$ cat config.mk
export PLATFORM = sky130hd
export DESIGN_NAME = page_walker_flat
export DESIGN_NICKNAME = d
export VERILOG_FILES = /design/src/hw/mmu_pkg.sv /design/src/hw/xlat_if.sv /design/src/hw/page_walker.sv /design/src/flat_wrapper.sv
export SDC_FILE = /design/constraint.sdc
export NUM_CORES = 1
export LEC_CHECK = 0
export BUFFER_PORTS_ARGS = -buffer_cell sky130_fd_sc_hd__clkbuf_2
export CAP_MARGIN = 20
export CORE_AREA = 10 10 128 130
export DETAILED_ROUTE_END_ITERATION = 12
export DIE_AREA = 0 0 138 140
export PLACE_DENSITY = 0.87
export SYNTH_ARGS = -nofsm -noshare
export SYNTH_HDL_FRONTEND = slang
export SYNTH_SLANG_ARGS = --single-unit
$ cat constraint.sdc
create_clock -name clk -period 9.2 [get_ports clk]
set_clock_uncertainty 0.05 [all_clocks]
set_input_delay 0.46 -clock clk [delete_from_list [all_inputs] [get_ports clk]]
set_output_delay 0.46 -clock clk [all_outputs]
set_load 0.1 [all_outputs]
$ cat src/hw/mmu_pkg.sv
/*
 * Shared widths, address field helpers and the walker state encoding of the MMU.
 * SATP mode sits in bits 63:60 and ASID in 59:44. Mode zero is bare.
 * Page offsets are fixed at 4 KiB. Superpages are not modelled.
 */
`default_nettype none

package mmu_pkg;

    localparam int PAGE_OFFSET_W = 12;
    localparam int FLUSH_W       = 256;    // one bit per request ID

    typedef logic [63:0] vaddr_t;
    typedef logic [63:0] paddr_t;
    typedef logic [63:0] satp_t;
    typedef logic [15:0] asid_t;
    typedef logic [51:0] vpn_t;
    typedef logic [51:0] ppn_t;
    typedef logic [7:0]  perm_t;           // zero is a page fault
    typedef logic [7:0]  rqst_id_t;        // zero is idle
    typedef logic [67:0] tlb_tag_t;        // asid above vpn
    typedef logic [2:0]  fence_t;          // all asid, all addr, valid

    typedef enum logic [1:0] {
        WALK_IDLE,
        WALK_READ,
        WALK_CHECK,
        WALK_RESPOND
    } walk_state_t;

    function automatic vpn_t va_vpn(vaddr_t va);
        return va[63:PAGE_OFFSET_W];
    endfunction

    function automatic ppn_t pa_ppn(paddr_t pa);
        return pa[63:PAGE_OFFSET_W];
    endfunction

    function automatic asid_t satp_asid(satp_t satp);
        return satp[59:44];
    endfunction

    function automatic logic satp_bare(satp_t satp);
        return satp[63:60] == 4'd0;
    endfunction

    function automatic tlb_tag_t make_tag(asid_t asid, vpn_t vpn);
        return {asid, vpn};
    endfunction

    function automatic asid_t tag_asid(tlb_tag_t tag);
        return tag[67:52];
    endfunction

    function automatic vpn_t tag_vpn(tlb_tag_t tag);
        return tag[51:0];
    endfunction

endpackage

`default_nettype wire

$ cat src/hw/xlat_if.sv
/*
 * Translation link between the TLB and the page walker.
 * A nonzero rqst is held with vadd and satp until resp returns the same ID.
 * resp is nonzero for one cycle per walk.
 */
`timescale 1ns/10ps
`default_nettype none

interface xlat_if import mmu_pkg::*; ();

    rqst_id_t rqst;    // walk request ID
    vaddr_t   vadd;
    satp_t    satp;
    rqst_id_t resp;    // walk response ID
    perm_t    perm;    // zero on fault
    paddr_t   padd;

    modport requester (
        output rqst,
        output vadd,
        output satp,
        input  resp,
        input  perm,
        input  padd
    );

    modport responder (
        input  rqst,
        input  vadd,
        input  satp,
        output resp,
        output perm,
        output padd
    );

endinterface

`default_nettype wire

$ cat src/hw/page_walker.sv
/*
 * Single-level page walker over a direct-mapped page table.
 * Response comes walk_delay+2 cycles after a request is taken.
 * A new request is taken only after rqst has gone back to zero.
 */
`timescale 1ns/10ps
`default_nettype none

module page_walker import mmu_pkg::*; #(
    parameter int pt_aw      = 6,
    parameter int walk_delay = 2
) (
    input  logic             clk,
    input  logic             rst,
    xlat_if.responder        x,
    output logic [pt_aw-1:0] rd_addr,
    input  tlb_tag_t         rd_tag,
    input  ppn_t             rd_ppn,
    input  perm_t            rd_perm,
    input  logic             rd_valid
);

    localparam int CNT_W = $clog2(walk_delay + 2);

    walk_state_t      state;
    logic [CNT_W-1:0] wait_cnt;
    logic             hold;      // requester still shows the old rqst
    rqst_id_t         req_id;
    vaddr_t           req_vadd;
    asid_t            req_asid;
    vpn_t             req_vpn;
    ppn_t             res_ppn;
    perm_t            res_perm;
    logic             pte_match;

    always_ff @(posedge clk) begin
        if (rst) begin
            state    <= WALK_IDLE;
            wait_cnt <= '0;
            hold     <= 1'b0;
        end else begin
            unique case (state)
                WALK_IDLE: begin
                    if (hold) begin
                        hold <= x.rqst != '0;
                    end else if (x.rqst != '0) begin
                        state    <= WALK_READ;
                        wait_cnt <= '0;
                    end
                end
                WALK_READ: begin
                    if (wait_cnt == CNT_W'(walk_delay))
                        state <= WALK_CHECK;
                    else
                        wait_cnt <= wait_cnt + 1'b1;
                end
                WALK_CHECK: state <= WALK_RESPOND;
                WALK_RESPOND: begin
                    state <= WALK_IDLE;
                    hold  <= 1'b1;
                end
                default: state <= WALK_IDLE;
            endcase
        end
    end

    always_ff @(posedge clk) begin
        if (state == WALK_IDLE && !hold && x.rqst != '0) begin
            req_id   <= x.rqst;
            req_vadd <= x.vadd;
            req_asid <= satp_asid(x.satp);
        end
        if (state == WALK_CHECK) begin
            res_ppn  <= rd_ppn;
            res_perm <= pte_match ? rd_perm : '0;   // miss in table is a fault
        end
    end

    assign req_vpn   = va_vpn(req_vadd);
    assign rd_addr   = req_vpn[pt_aw-1:0];
    assign pte_match = rd_valid && rd_tag == make_tag(req_asid, req_vpn);

    assign x.resp = (state == WALK_RESPOND) ? req_id : '0;
    assign x.perm = res_perm;
    assign x.padd = {res_ppn, req_vadd[PAGE_OFFSET_W-1:0]};

endmodule

`default_nettype wire

$ cat src/flat_wrapper.sv
// flat-port wrapper written by rule: the top's interface ports become plain ports
module page_walker_flat import mmu_pkg::*;
#(
    parameter int pt_aw      = 6,
    parameter int walk_delay = 2
)
  (clk, rst, rd_addr, rd_tag, rd_ppn, rd_perm, rd_valid, x_rqst, x_vadd, x_satp, x_resp, x_perm, x_padd);
  xlat_if x_i ();
  input  logic clk;
  input  logic rst;
  output logic [pt_aw-1:0] rd_addr;
  input  tlb_tag_t rd_tag;
  input  ppn_t rd_ppn;
  input  perm_t rd_perm;
  input  logic rd_valid;
  input wire logic [$bits(x_i.rqst)-1:0] x_rqst;
  input wire logic [$bits(x_i.vadd)-1:0] x_vadd;
  input wire logic [$bits(x_i.satp)-1:0] x_satp;
  output wire logic [$bits(x_i.resp)-1:0] x_resp;
  output wire logic [$bits(x_i.perm)-1:0] x_perm;
  output wire logic [$bits(x_i.padd)-1:0] x_padd;
  assign x_i.rqst = x_rqst;
  assign x_i.vadd = x_vadd;
  assign x_i.satp = x_satp;
  assign x_resp = x_i.resp;
  assign x_perm = x_i.perm;
  assign x_padd = x_i.padd;
  page_walker #(.pt_aw(pt_aw), .walk_delay(walk_delay)) u_core (.clk(clk), .rst(rst), .x(x_i), .rd_addr(rd_addr), .rd_tag(rd_tag), .rd_ppn(rd_ppn), .rd_perm(rd_perm), .rd_valid(rd_valid));
endmodule
==> results.json <==
{
  "netlist_instances": 357,
  "portBuffers": 304,
  "post_cts_resized": 0,
  "wl_per_cell_um": 19.9,
  "cts_setup_buffers": 0,
  "place_congestion": 0.821,
  "clockPowerShare": 0.226,
  "final_util": 0.593,
  "start_util": 0.433,
  "worst-slew-pin-transition_ns": 0.773,
  "whs_path_depth": 1,
  "fill_cells": 1103,
  "vias": 4089,
  "slew_viol_final": 0,
  "hold_viol_final": 0,
  "fp.dieH_um": 140,
  "async_flop_share": 0,
  "arrival_ns": 1.74,
  "cp-start-kind": "register",
  "fin_setup_tns_ns": 0,
  "stdcell_area_um2": 8160,
  "pwr-share-seq": 0.393,
  "synth_warnings": 0,
  "worstPathRequired_ns": 8.69,
  "reg2reg_depth": 3,
  "synth_cell_type_count": 41,
  "place_inst": 825,
  "root_buffer": "clkbuf_16",
  "synth_ff_type": "edfxtp_1",
  "wirelength_mm": 17.0,
  "maxCapViolations": 0,
  "fin_crit_ns": 2.25,
  "rsz0062_at_grt": "false",
  "io_pins": 353,
  "critPathCaptureType": "primary output",
  "drc": 0,
  "post_dp_cell_area_um2": 7600,
  "antenna_found_initial": 0,
  "switching_share": 0.428,
  "die_area_um2": 19300,
  "ys_ff_latch": 153,
  "grt_pass1_vias": 4427,
  "synth_top_area_share": 0.745,
  "ys_top_cells_by_area": "edfxtp_1, xnor2_1, buf_4",
  "status": "completed",
  "switchingPower_uw": 1270,
  "synth_top_cell_by_area": "edfxtp_1",
  "tritoncts": "built",
  "internal-power_uw": 1700,
  "path_clk_slew_ns": 0.06,
  "htree_levels": 4,
  "track_usage": 0.170,
  "yosysMostFrequentCell": "edfxtp_1",
  "synth_nets": 630,
  "slew_headroom": 0.485,
  "clock_latency_ns": 0.41,
  "synth_edf_count": 148,
  "vias_per_cell": 4.78,
  "peakVddDrop_uv": 244,
  "crit_type": "reg2out",
  "overflow": 0,
  "max_freq_mhz": 444,
  "power.density_nw_per_um2": 364,
  "first_iter_violations": 176,
  "leakage_uw": 0.00347,
  "grt_pass1_wl_mm": 25.0,
  "fin_cells": 855,
  "first_pass_iters": 4,
  "critPathMaxFanout": 9,
  "hold_path.class": "in2reg",
  "syn_avg_cell_area_um2": 16.7,
  "drive_above_1_share": 0.507,
  "final_antenna_net_count": 0,
  "syn_to_final_growth_pct": 36.9,
  "cts.sinks": 153,
  "ctsHoldBuffers": 0,
  "p_comb_frac": 0.380,
  "ctsLongestPathBuffers": 2,
  "fp.dieW_um": 138,
  "syn_area_um2": 5960,
  "coreArea_um2": 13800,
  "grt_max_degree": 64,
  "setup_viol": 0,
  "nNetsFinal": 937,
  "hpwl_mm": 14.0,
  "numCtsBuffers": 17,
  "period_share": 0.245,
  "synth_common_cells": "edfxtp_1, xnor2_1, inv_1",
  "num_rows": 43,
  "yosysSeqAreaShare": 0.762
}
==> registers in the layout, indices dropped and copies added, names as in the netlist <==
| register | count |
|---|---|
| u_core.res_ppn | 52 |
| u_core.req_asid | 16 |
| u_core.hold | 1 |
| u_core.req_vadd | 64 |
| u_core.wait_cnt | 2 |
| u_core.req_id | 8 |
| u_core.x.perm | 8 |
| u_core.state | 2 |
==> stage by stage <==
stage               hold WS [ns]  setup WS, ns  total power [uW]
global placement           0.410          6.63              2290
CTS                        0.145          6.91              3000
detailed placement         0.425          6.60              2320
finish                     0.168          6.95              2970
global route               0.144          6.77              3090
floorplan                  0.393          5.83              2130
==> cells in the final DEF, fill, tap and decap left out, types with 3 or more instances in the layout <==
cell         n
dfxtp_1      5
clkbuf_2   304
edfxtp_1   148
o2111ai_1    4
xnor2_1     41
ha_1         5
nand4_1      9
o22ai_1      5
bufinv_16    3
a22oi_1      3
a21oi_1      4
nand2b_1    15
inv_1       25
nor2b_1      4
clkbuf_1     3
nor3_1       8
nand2_1     10
nor2_1       6
clkbuf_16   17
nor4_1       5
o221ai_1     4
and2_1       9
==> layer usage <==
metal / vias to the layer above / GRT usage / routed length [um]
li1: 1928 / - / -
met1: 1964 / 0.173 / 6060
met2: 175 / 0.304 / 9240
met3: 22 / 0.0727 / 1440
met4: 0 / 0.0622 / 301
met5: - / 0 / 0
==> final cells by class <==
class                   instances  area [um2]  area share
clock inverters                 9         128      0.0156
clock buffers                  20         437      0.0535
well taps                     180         225      0.0276
multi-input cells             159        1190       0.146
repair buffers                306        1540       0.188
flip-flops and latches        153        4540       0.557
diodes                          1        2.50    0.000307
inverters                      27         101      0.0124
==> logic make-up after synthesis <==
group,Yosys count,synth area share
compound gates,32,0.0403
xor+xnor,41,0.0602
fa+ha+maj,6,0.0126
buf+inv,45,0.0396
flops,153,0.762
mux,2,0.00357
simple gates,78,0.0818
==> power groups by stage <==
stage               clock network (uW)  logic, uW  registers, uW
finish                             673       1130           1170
global route                       712       1190           1190
floorplan                            0        580           1550
detailed placement                   0       1140           1180
CTS                                688       1140           1170
global placement                     0       1130           1170
==> worst max-delay path, cell delays in order, from the launching register on <==
cell and delay [ns]:
dfxtp_1 0.38, ha_1 0.30, and2_1 0.18, clkbuf_2 0.46
==> worst paths after layout <==
check,slack [ns],start,end
min,0.17,x_vadd[29],u_core.req_vadd[29]$_DFFE_PP_
max reg2reg,6.97,u_core.hold$_SDFFE_PP0P_,u_core.req_vadd[36]$_DFFE_PP_
min reg2reg,0.43,u_core.hold$_SDFFE_PP0P_,u_core.hold$_SDFFE_PP0P_
max,6.95,u_core.state[0]$_SDFFE_PP0P_,x_resp[6]
Note: power is estimated with default switching activity, not from simulation.
